**config.mk**
```make
export PLATFORM = sky130hd
export DESIGN_NAME = mem_access_top
export DESIGN_NICKNAME = d
export VERILOG_FILES = /design/src/mem_pkg.sv /design/src/ram_port_if.sv /design/src/data_ram.sv /design/src/load_align.sv /design/src/mem_access_top.sv /design/src/resp_merge.sv /design/src/store_align.sv
export VERILOG_INCLUDE_DIRS = /design/src
export SDC_FILE = /design/constraint.sdc
export NUM_CORES = 2
export LEC_CHECK = 0
export BUFFER_PORTS_ARGS = -buffer_cell sky130_fd_sc_hd__buf_2
export CAP_MARGIN = 20
export CELL_PAD_IN_SITES_DETAIL_PLACEMENT = 1
export CELL_PAD_IN_SITES_GLOBAL_PLACEMENT = 1
export CORE_ASPECT_RATIO = 0.6
export CORE_MARGIN = 2
export CORE_UTILIZATION = 30
export DETAILED_ROUTE_END_ITERATION = 6
export HOLD_SLACK_MARGIN = 0.05
export PLACE_DENSITY = 0.52
export SETUP_SLACK_MARGIN = 0.5
export SLEW_MARGIN = 25
export SYNTH_ARGS = -nofsm -noshare
export SYNTH_HDL_FRONTEND = slang
export SYNTH_SLANG_ARGS = --single-unit
```
**constraint.sdc**
```tcl
create_clock -name clk -period 4.5 [get_ports clk]
set_input_delay 0.675 -clock clk [delete_from_list [all_inputs] [get_ports clk]]
set_output_delay 0.675 -clock clk [all_outputs]
set_load 0.05 [all_outputs]
```
**src/mem_macros.svh**
```systemverilog
`ifndef MEM_MACROS_SVH
`define MEM_MACROS_SVH

////////////////////
// Data path geometry
////////////////////

// Word width in bits
`define MEM_DATA_W 32

// Byte lanes per word
`define MEM_BE_W 4

////////////////////
// RAM sizing
////////////////////

// Words in the data RAM
`define MEM_DEPTH 64

// Word index, taken from byte address bits 7..2
`define MEM_IDX_W 6

`endif

```
**src/mem_pkg.sv**
```systemverilog
`include "mem_macros.svh"

package mem_pkg;

    // Memory opcodes seen by the MEM stage
    typedef enum logic [2:0] {
        OP_LW  = 3'd0,
        OP_LH  = 3'd1,
        OP_LHU = 3'd2,
        OP_LB  = 3'd3,
        OP_LBU = 3'd4,
        OP_SW  = 3'd5,
        OP_SH  = 3'd6,
        OP_SB  = 3'd7
    } mem_op_e;

    // MIPS cause register ExcCode values
    typedef enum logic [4:0] {
        EXC_NONE = 5'd0,
        EXC_ADEL = 5'd4,  // Address error on load
        EXC_ADES = 5'd5   // Address error on store
    } exc_code_e;

    typedef logic [`MEM_DATA_W-1:0] word_t;

endpackage

```
**src/ram_port_if.sv**
```systemverilog
`include "mem_macros.svh"

interface ram_port_if;

    logic                   we;     // Write strobe, already qualified by accept
    logic [`MEM_BE_W-1:0]   be;     // Lane enables
    logic [`MEM_IDX_W-1:0]  idx;    // Word index, also used for the read
    logic [`MEM_DATA_W-1:0] wdata;  // Lane-replicated store data

    // Store side
    modport wr_src (
        output we,
        output be,
        output idx,
        output wdata
    );

    // RAM side
    modport wr_dst (
        input we,
        input be,
        input idx,
        input wdata
    );

endinterface

```
**src/data_ram.sv**
```systemverilog
`include "mem_macros.svh"

module data_ram (
    input  logic           clk,
    input  logic           accept_i,
    ram_port_if.wr_dst     wr,
    output mem_pkg::word_t rdata_o
);

    import mem_pkg::*;

    word_t mem [`MEM_DEPTH];

    ////////////////////
    // Byte lane writes and read-first port
    ////////////////////

    always_ff @(posedge clk) begin
        if (wr.we) begin
            for (int b = 0; b < `MEM_BE_W; b++) begin
                if (wr.be[b]) begin
                    mem[wr.idx][8*b +: 8] <= wr.wdata[8*b +: 8];
                end
            end
        end
        // Old contents are read, held until the next accept
        if (accept_i) begin
            rdata_o <= mem[wr.idx];
        end
    end

endmodule

```
**src/load_align.sv**
```systemverilog
module load_align (
    input  logic             clk,
    input  logic             rst_n_i,
    input  logic             accept_i,
    input  mem_pkg::mem_op_e op_i,
    input  mem_pkg::word_t   addr_i,
    input  mem_pkg::word_t   ram_rdata_i,
    output mem_pkg::word_t   rdata_o,
    output logic             adel_o
);

    import mem_pkg::*;

    mem_op_e     op_q;
    logic [1:0]  off_q;
    logic        adel_d;
    logic        adel_q;
    logic [7:0]  byte_sel;
    logic [15:0] half_sel;

    // Misaligned LW, or LH/LHU on an odd byte
    assign adel_d = ((op_i == OP_LW) && (addr_i[1:0] != 2'b00)) ||
                    (((op_i == OP_LH) || (op_i == OP_LHU)) && addr_i[0]);

    ////////////////////
    // Capture at accept
    ////////////////////

    always_ff @(posedge clk or negedge rst_n_i) begin
        if (!rst_n_i) begin
            op_q   <= OP_SW;  // Store opcode gives zero data
            adel_q <= 1'b0;
        end else if (accept_i) begin
            op_q   <= op_i;
            adel_q <= adel_d;
        end
    end

    always_ff @(posedge clk) begin
        if (accept_i) begin
            off_q <= addr_i[1:0];
        end
    end

    ////////////////////
    // Lane select and extend
    ////////////////////

    assign byte_sel = ram_rdata_i[8*off_q +: 8];
    assign half_sel = off_q[1] ? ram_rdata_i[31:16] : ram_rdata_i[15:0];

    always_comb begin
        case (op_q)
            OP_LW:   rdata_o = ram_rdata_i;
            OP_LH:   rdata_o = {{16{half_sel[15]}}, half_sel};
            OP_LHU:  rdata_o = {16'b0, half_sel};
            OP_LB:   rdata_o = {{24{byte_sel[7]}}, byte_sel};
            OP_LBU:  rdata_o = {24'b0, byte_sel};
            default: rdata_o = '0;          // Stores return nothing
        endcase
        if (adel_q) begin
            rdata_o = '0;                   // Faulting load
        end
    end

    assign adel_o = adel_q;

    // A raised load error always sits with a held misaligned load, never a store
    a_adel_misaligned_load : assert property (
        @(posedge clk) disable iff (!rst_n_i)
        adel_o |-> ((op_q == OP_LW) && (off_q != 2'b00)) ||
                   (((op_q == OP_LH) || (op_q == OP_LHU)) && off_q[0])
    );

endmodule

```
**src/mem_access_top.sv**
```systemverilog
module mem_access_top (
    input  logic               clk,
    input  logic               rst_n_i,
    // Request
    input  logic               req_valid_i,
    output logic               req_ready_o,
    input  mem_pkg::mem_op_e   req_op_i,
    input  mem_pkg::word_t     req_addr_i,
    input  mem_pkg::word_t     req_wdata_i,
    // Response
    output logic               resp_valid_o,
    input  logic               resp_ready_i,
    output mem_pkg::word_t     resp_rdata_o,
    output mem_pkg::exc_code_e resp_exc_o,
    output mem_pkg::word_t     resp_bad_addr_o
);

    import mem_pkg::*;

    logic  accept;
    logic  ades;
    logic  adel;
    word_t ram_rdata;
    word_t load_rdata;

    ram_port_if ram_wr ();

    ////////////////////
    // Store and load paths
    ////////////////////

    store_align u_store_align (
        .clk      (clk),
        .rst_n_i  (rst_n_i),
        .accept_i (accept),
        .op_i     (req_op_i),
        .addr_i   (req_addr_i),
        .wdata_i  (req_wdata_i),
        .wr       (ram_wr.wr_src),
        .ades_o   (ades)
    );

    data_ram u_data_ram (
        .clk      (clk),
        .accept_i (accept),
        .wr       (ram_wr.wr_dst),
        .rdata_o  (ram_rdata)
    );

    load_align u_load_align (
        .clk         (clk),
        .rst_n_i     (rst_n_i),
        .accept_i    (accept),
        .op_i        (req_op_i),
        .addr_i      (req_addr_i),
        .ram_rdata_i (ram_rdata),
        .rdata_o     (load_rdata),
        .adel_o      (adel)
    );

    // Response slot, owns the handshake
    resp_merge u_resp_merge (
        .clk             (clk),
        .rst_n_i         (rst_n_i),
        .req_valid_i     (req_valid_i),
        .req_ready_o     (req_ready_o),
        .accept_o        (accept),
        .addr_i          (req_addr_i),
        .ades_i          (ades),
        .adel_i          (adel),
        .load_rdata_i    (load_rdata),
        .resp_valid_o    (resp_valid_o),
        .resp_ready_i    (resp_ready_i),
        .resp_rdata_o    (resp_rdata_o),
        .resp_exc_o      (resp_exc_o),
        .resp_bad_addr_o (resp_bad_addr_o)
    );

endmodule

```
**src/resp_merge.sv**
```systemverilog
module resp_merge (
    input  logic               clk,
    input  logic               rst_n_i,
    input  logic               req_valid_i,
    output logic               req_ready_o,
    output logic               accept_o,
    input  mem_pkg::word_t     addr_i,
    input  logic               ades_i,
    input  logic               adel_i,
    input  mem_pkg::word_t     load_rdata_i,
    output logic               resp_valid_o,
    input  logic               resp_ready_i,
    output mem_pkg::word_t     resp_rdata_o,
    output mem_pkg::exc_code_e resp_exc_o,
    output mem_pkg::word_t     resp_bad_addr_o
);

    import mem_pkg::*;

    logic  valid_q;
    logic  ades_q;
    word_t addr_q;

    ////////////////////
    // Slot and accept
    ////////////////////

    assign req_ready_o = !valid_q || resp_ready_i;  // Empty, or draining now
    assign accept_o    = req_valid_i && req_ready_o;

    always_ff @(posedge clk or negedge rst_n_i) begin
        if (!rst_n_i) begin
            valid_q <= 1'b0;
            ades_q  <= 1'b0;
        end else if (accept_o) begin
            valid_q <= 1'b1;
            ades_q  <= ades_i;
        end else if (resp_ready_i) begin
            valid_q <= 1'b0;
        end
    end

    always_ff @(posedge clk) begin
        if (accept_o) begin
            addr_q <= addr_i;
        end
    end

    ////////////////////
    // Response payload
    ////////////////////

    assign resp_valid_o    = valid_q;
    assign resp_rdata_o    = load_rdata_i;   // Already zero on stores and faults
    assign resp_exc_o      = adel_i ? EXC_ADEL :
                             ades_q ? EXC_ADES : EXC_NONE;
    assign resp_bad_addr_o = (adel_i || ades_q) ? addr_q : '0;

    // Payload comes from three modules and must hold while the consumer stalls
    a_resp_stable : assert property (
        @(posedge clk) disable iff (!rst_n_i)
        resp_valid_o && !resp_ready_i |=>
            resp_valid_o && $stable(resp_rdata_o) && $stable(resp_exc_o) &&
            $stable(resp_bad_addr_o)
    );

endmodule

```
**src/store_align.sv**
```systemverilog
`include "mem_macros.svh"

module store_align (
    input  logic            clk,
    input  logic            rst_n_i,
    input  logic            accept_i,
    input  mem_pkg::mem_op_e op_i,
    input  mem_pkg::word_t  addr_i,
    input  mem_pkg::word_t  wdata_i,
    ram_port_if.wr_src      wr,
    output logic            ades_o
);

    import mem_pkg::*;

    logic [`MEM_BE_W-1:0] be_d;
    word_t                wdata_d;

    ////////////////////
    // Lane replication and byte mask
    ////////////////////

    always_comb begin
        be_d    = '0;
        wdata_d = wdata_i;
        ades_o  = 1'b0;
        case (op_i)
            OP_SW: begin
                if (addr_i[1:0] != 2'b00) begin
                    ades_o = 1'b1;      // Word store must be aligned
                end else begin
                    be_d = '1;
                end
            end
            OP_SH: begin
                wdata_d = {2{wdata_i[15:0]}};
                if (addr_i[0]) begin
                    ades_o = 1'b1;      // Odd halfword address
                end else begin
                    be_d = addr_i[1] ? 4'b1100 : 4'b0011;
                end
            end
            OP_SB: begin
                wdata_d            = {4{wdata_i[7:0]}};
                be_d[addr_i[1:0]]  = 1'b1;  // One lane, never faults
            end
            default: ;                      // Loads write nothing
        endcase
    end

    assign wr.be    = be_d;
    assign wr.wdata = wdata_d;
    assign wr.idx   = addr_i[`MEM_IDX_W+1:2];  // Upper address bits wrap
    assign wr.we    = accept_i && (be_d != '0);

    // A write lands only at accept, from a store, on as many lanes as the store is wide
    a_we_needs_accept : assert property (
        @(posedge clk) disable iff (!rst_n_i)
        wr.we |-> accept_i && (op_i inside {OP_SW, OP_SH, OP_SB}) &&
                  ($countones(wr.be) ==
                   ((op_i == OP_SW) ? 4 : (op_i == OP_SH) ? 2 : 1))
    );

endmodule

```
Word-level counts from Yosys, hierarchy flattened. Memories as Yosys holds them, arrays and structs flattened. A register that Yosys moved wholly into a read port is not among the register bits. Cells that the tools add are included. Widths: inputs -> output; s select.

Register bits: 40. Bits in writable memories: 2048. Input bits: 71. Output and inout port bits: 71. Logic and storage cells: 64. Memories: 1.

$lt $le $gt $ge: 2. Eq/ne operators: 9. Shift-type cells: 1. Muxes and demuxes: 30. Reduce and logical (&&, ||, !) cells: 15.

Memories: u_data_ram.mem (depth 64, width 32, read ports 1, clocked after memory_dff 1, write ports 1, line data_ram.sv:12) `` word_t mem [`MEM_DEPTH]; ``.

Operators by type and width (count): $pmux 32 s5 (1); $mux 32 (2); $pmux 32 s2 (1); $shiftx 32x6->8 (1); $mux 1 (17); $mux 16 (1); $eq 3x3->1 const B (4); $mux 4 (3); $pmux 4 s3 (1); $eq 3x2->1 const B (3); $eq 3x1->1 const B (2); $logic_not 3->1 (2); $logic_and 1x1->1 (5); $mux 5 (1); $logic_or 1x1->1 (4); $reduce_bool 2->1 (2); $reduce_bool 4->1 (1); $lt 2x3->1 const B (1); $mux 3 (1); $demux 1 s2 (1); $ge 2x1->1 const B (1); $pmux 1 s2 (1); $logic_not 1->1 (1).

Longest topological paths before layout.
Word-level depth: 9. Gate-level depth with buffers: 11. Mapped depth without buffers: 6.

Hierarchy. Synthesis repeated with hierarchy kept, for this count alone.

Cells, all modules: 4976. Area, all modules: 82704.3 um^2.

Modules (own cells, without submodules): data_ram (times used 1, cells each 4646, area each 79368.6 um^2, sequential area each 62459.9 um^2); resp_merge (times used 1, cells each 112, area each 1551.5 um^2, sequential area each 1011.0 um^2); load_align (times used 1, cells each 135, area each 1109.8 um^2, sequential area each 162.7 um^2); store_align (times used 1, cells each 83, area each 674.4 um^2, sequential area each 0.0 um^2).

Worst setup path before layout. OpenSTA, ideal clock, no wires.

Kind: input port to flip-flop. From: input port req_op_i[0]. To: memory u_data_ram.mem[0][24] (netlist bit) (data pin). Setup time: 702 ps. Arrival time: 3981 ps. Data required time: 3798 ps. Slack: -183 ps. Cell stages on the path: 4. Path buffers: 2. Cell sequence: clkbuf_1 -> buf_1 -> mux2i_1 -> o21ai_0.

Cells in the longest elaborated chain, start to end: 2. Elaborated cells between the ends (all ways): 3. Those cells by class: eq/ne: 2; mux: 1.

RTL lines: start, declared (line mem_access_top.sv:7) `input mem_pkg::mem_op_e req_op_i,`; $eq 3x3->1 (line store_align.sv:27) `case (op_i)`; $pmux 32 s2 * (line store_align.sv:27); net ram_wr.wdata[24] (line ram_port_if.sv:8) `` logic [`MEM_DATA_W-1:0] wdata; ``; end, declared (line data_ram.sv:12).

Mark *: on every way through the listed nets, which the timed path passes. The rest lies on a longest branch.

Final worst setup path.
From: register u_load_align.op_q[2]. To: output port resp_rdata_o[0].

Cells in the longest elaborated chain, start to end: 3. Elaborated cells between the ends (all ways): 7. Those cells by class: eq/ne: 4; mux: 2; reduce/logical: 1.

RTL lines: start, declared (line load_align.sv:14) `mem_op_e op_q;`; start signal, assigned (line load_align.sv:34) `op_q <= op_i;`; $eq 3x3->1, or another cell as far along (line load_align.sv:53) `case (op_q)`; $pmux 32 s5 * (line load_align.sv:53); $mux 32 * (line load_align.sv:61) `if (adel_q) begin`; end, declared (line mem_access_top.sv:13) `output mem_pkg::word_t resp_rdata_o,`.

Every way passes the cells marked *; elsewhere a longest branch is shown, timed or not.

==> results by stage <==
Routing:
- The count of unresolved DRC violations after routing is 0.
- The routed wire length is 361,000 um.
- The number of nets still failing antenna checks after routing is 0.
- The number of optimization iterations in the first detailed-route pass is 7.
- Dividing the detail-routed wire length by the instance count gives about 39 um.
- The number of design-rule violations left by the first detailed-router iteration is about 9,600.
- The routed layout has about 56,000 vias.
- After detailed routing, the number of vias per cell comes to about 6.0.

Logic synthesis:
- Counting flops and latches in the post-synthesis netlist gives ~2,100.
- The sequential cell area fraction in the yosys report is between 70 and 80%.
- In this run, synthesis inferred about 2,100 flip-flops with an integrated enable.
- The async set-or-reset flop fraction in the synthesized netlist is 0.283%.
- Averaged over all synthesized cells, the footprint is approximately 16 um^2.
- The number of instances in the synthesized netlist is ~5,000.
- In the synthesized netlist the dominant register cell turns out to be sky130_fd_sc_hd__edfxtp_1.
- The count of synthesis-stage warnings from yosys is 0.
- The unique cell type count in the Yosys netlist is 63.
- The post-synthesis instance area is between 80,000 and 90,000 um^2.

Power and ir drop:
- Total power for the finished layout comes to around 42 mW.
- For this design the ratio of total power to cell area is around 430 nW/um^2.
- IR analysis of the VDD net gives a maximum drop of around 310 uV.
- The leakage power is 30.8 nW.

Clocking:
- CTS saw roughly 2,100 sinks.
- In this run the clock root is driven by a sky130_fd_sc_hd__clkbuf_16.
- The clock reaches the later pin of the worst-skew pair after slightly below 900 ps.
- The total CTS buffers is roughly 200.
- The number of levels in the clock H-tree is 4.
- The buffer levels on the longest clock path is 4.
- After clock tree synthesis, the clock-pin slew on the worst setup and hold paths is ~70 ps.
- TritonCTS built the clock tree.

STA:
- Summed over all failing endpoints, the final setup total negative slack is 0 ps.
- For the final database, setup skew stands at between 30 and 40 ps.
- The slew at the pin closest to its max-slew limit is about 1200 ps.
- The share of the clock period used by the worst path after layout is between 80% and 90%.
- The maximum operating frequency is about 0.26 GHz.
- The final number of hold-violating endpoints came to 0.
- The number of endpoints failing setup at the final stage is 0.
- In this run the tightest slew margin relative to its limit is between 15 and 20%.
- The number of pins with negative max-slew slack in the final report came to 0.
- Setup repair after global routing could not meet its margin everywhere.
- The final period demand of the worst path is around 3800 ps.

Critical path:
- STA classifies the critical path endpoint as a primary output.
- STA classifies the critical path startpoint as a register.
- For the worst setup path, the data required time is 3830 ps.
- The largest driver fanout on the critical path is 7.
- The worst setup path is of the reg2out kind.
- At the worst endpoint, the arrival time is 3170 ps.

Global route:
- The first global-routing pass estimated roughly 480,000 um of wire.
- For this run, the total global-route usage over all layers was measured as approximately a quarter.
- The via count of the first global-routing pass came to 53,100.
- The sum of overflow across all layers after global routing is 0.
- The number of antenna violations at the first check in global routing is 33.
- Entering global routing, the biggest net connects between 70 and 80 pins.

Run:
- Max-cap violations in this run came to 0.

Hold path:
- The worst hold path belongs to the class in2reg.

Finish:
- In the final layout, the share of cells above drive strength 1 is roughly a fifth.
- The final-stage net count is between 5,000 and 6,000.
- The area growth from synthesis to layout is 18.6%.

Placed design:
- Routability-driven placement finished with a final weighted congestion of approximately 0.93.
- The number of buffers added on ports is about 140.
- The placed wire-length estimate after detailed placement is ~250,000 um.

Run status:
- The run finished with clean final reports.

Floorplanning:
- For this configuration, the core starts out at a cell density of about 30%.
- The die is just over 400 um tall.
- During I/O placement, the number of pins put on the boundary was ~140.
- The full die area is ~280,000 um^2.
- The placeable core area is 271,000 um^2.
- The floorplan die width is between 600 and 700 um.
- The count of standard-cell rows is around 150.
==> cells by family after synthesis <==
logic type	after synthesis	share of synthesized area, %
mux	200	2.76
fa+ha+maj	1	0.0122
compound gates	1399	12.7
xor+xnor	2	0.0214
flops	2118	77.6
other cells	1	0.00458
buf+inv	418	2.23
simple gates	885	4.69
==> routing by layer <==
metal	vias to the layer above	part of all wire (%)	track usage [%]	wire length, um
met3	455	13	9.06	48500
met4	17	2.6	5.94	9510
met1	30300	45	38.9	163000
li1	21700	-	-	-
met2	3691	39	33.0	139000
met5	-	0.29	2.49	1050
==> registers in the layout (all words and copies together) (netlist names) <==
name                       cells
u_resp_merge.resp_valid_o      1
u_resp_merge.ades_q            1
u_load_align.adel_o            1
u_resp_merge.addr_q           32
u_load_align.op_q              3
u_data_ram.rdata_o            32
u_data_ram.mem              2048
==> path summary, 6_finish.rpt <==
path,endpoint,cells past startpoint,slack (ps),from
max,resp_rdata_o[0],7,660,u_load_align.op_q[2]
min,u_resp_merge.addr_q[0],1,120,req_addr_i[0]
max reg2reg,u_data_ram.mem[5][21],8,1230,u_resp_merge.resp_valid_o
min reg2reg,u_resp_merge.resp_valid_o,2,540,u_resp_merge.resp_valid_o
max in group asynchronous,u_load_align.op_q[0],2,4100,rst_n_i
min in group asynchronous,u_resp_merge.ades_q,2,180,rst_n_i
==> critical path, cell delays in order, from the launching register on <==
cell and delay (ps):
sky130_fd_sc_hd__dfstp_2 610, sky130_fd_sc_hd__inv_1 150, sky130_fd_sc_hd__nor3_1 310, sky130_fd_sc_hd__a21oi_1 90, sky130_fd_sc_hd__o2bb2ai_1 540, sky130_fd_sc_hd__a222oi_1 210, sky130_fd_sc_hd__nor2_1 130, sky130_fd_sc_hd__buf_2 280
==> synth_stat cells (9+ instances only) <==
master / n / area, um^2
sky130_fd_sc_hd__a211oi_1: 21 / 158
sky130_fd_sc_hd__nand4_1: 20 / 125
sky130_fd_sc_hd__mux2_2: 65 / 732
sky130_fd_sc_hd__clkbuf_1: 185 / 694
sky130_fd_sc_hd__o22ai_1: 129 / 807
sky130_fd_sc_hd__or4_1: 12 / 90.1
sky130_fd_sc_hd__nor4_1: 9 / 56.3
sky130_fd_sc_hd__a221o_1: 16 / 160
sky130_fd_sc_hd__o21ai_0: 169 / 846
sky130_fd_sc_hd__edfxtp_1: 2112 / 63400
sky130_fd_sc_hd__buf_2: 132 / 661
sky130_fd_sc_hd__a221oi_1: 457 / 4000
sky130_fd_sc_hd__o32ai_1: 15 / 131
sky130_fd_sc_hd__nand3_1: 25 / 125
sky130_fd_sc_hd__a222oi_1: 22 / 220
sky130_fd_sc_hd__o221ai_1: 24 / 210
sky130_fd_sc_hd__or3_1: 13 / 81.3
sky130_fd_sc_hd__a22o_1: 29 / 254
sky130_fd_sc_hd__nor3_1: 62 / 310
sky130_fd_sc_hd__and3_1: 15 / 93.8
sky130_fd_sc_hd__mux2i_1: 121 / 1210
sky130_fd_sc_hd__inv_1: 10 / 37.5
sky130_fd_sc_hd__mux4_2: 14 / 315
sky130_fd_sc_hd__nand2_1: 170 / 638
sky130_fd_sc_hd__buf_1: 71 / 267
sky130_fd_sc_hd__a22oi_1: 344 / 2580
sky130_fd_sc_hd__nor2b_1: 40 / 250
sky130_fd_sc_hd__nor2_1: 485 / 1820
sky130_fd_sc_hd__buf_4: 16 / 120
sky130_fd_sc_hd__a21oi_1: 120 / 601
==> metrics by stage <==
stage	area [um^2]	utilization (%)	std cells	setup WS, ps	hold slack [ps]
2_1_floorplan	82000	-	5026	718	379
3_3_place_gp	90800	33.4	8951	377	498
3_5_place_dp	90800	33.5	8953	340	513
4_1_cts	97100	35.8	9322	550	75.6
5_1_grt	97200	35.8	9323	483	115
6_report	97200	35.8	9339	656	121
==> layout by cell type (no fill, tap or decap), types with 29 or more instances in the layout <==
cell	synthesis	final
sky130_fd_sc_hd__edfxtp_1	2112	2112
sky130_fd_sc_hd__buf_4	16	543
sky130_fd_sc_hd__nor2_1	485	476
sky130_fd_sc_hd__a221oi_1	457	457
sky130_fd_sc_hd__a22oi_1	344	344
sky130_fd_sc_hd__clkbuf_16	0	197
sky130_fd_sc_hd__nand2_1	170	169
sky130_fd_sc_hd__o21ai_0	169	159
sky130_fd_sc_hd__buf_2	132	135
sky130_fd_sc_hd__o22ai_1	129	129
sky130_fd_sc_hd__mux2i_1	121	120
sky130_fd_sc_hd__a21oi_1	120	120
sky130_fd_sc_hd__mux2_2	65	65
sky130_fd_sc_hd__nor3_1	62	59
sky130_fd_sc_hd__buf_12	0	56
sky130_fd_sc_hd__clkinv_1	0	47
sky130_fd_sc_hd__clkbuf_1	185	41
sky130_fd_sc_hd__nor2b_1	40	34
sky130_fd_sc_hd__clkinv_2	0	34
sky130_fd_sc_hd__a22o_1	29	29
==> repair_timing <==
| item | CTS | global route |
|---|---|---|
| resized for setup | 0 | 2 |
| endpoints found under the hold margin | 31 | 0 |
| setup endpoints to repair | 23 | 19 |
| hold buffers | 26 | 0 |
| setup buffers | 3 | 0 |
| pin swaps | 0 | 0 |
==> cell type report <==
type                       count  area (um^2)
antenna                       16         40.0
clock buffer                 238         5080
clock inverter               102          891
fill                       27500       174000
inverter                      10         51.3
multi-input combinational   2490        16800
sequential                  2118        63600
tap                         3600         4500
timing repair buffer         765         6210
==> power by group <==
group / switching [mW] / internal, mW / total, mW
clock: 7.62 / 8.97 / 16.6
sequential: 0.124 / 21.9 / 22.0
combinational: 2.69 / 0.866 / 3.56
Note: power is estimated with default switching activity, not from simulation.
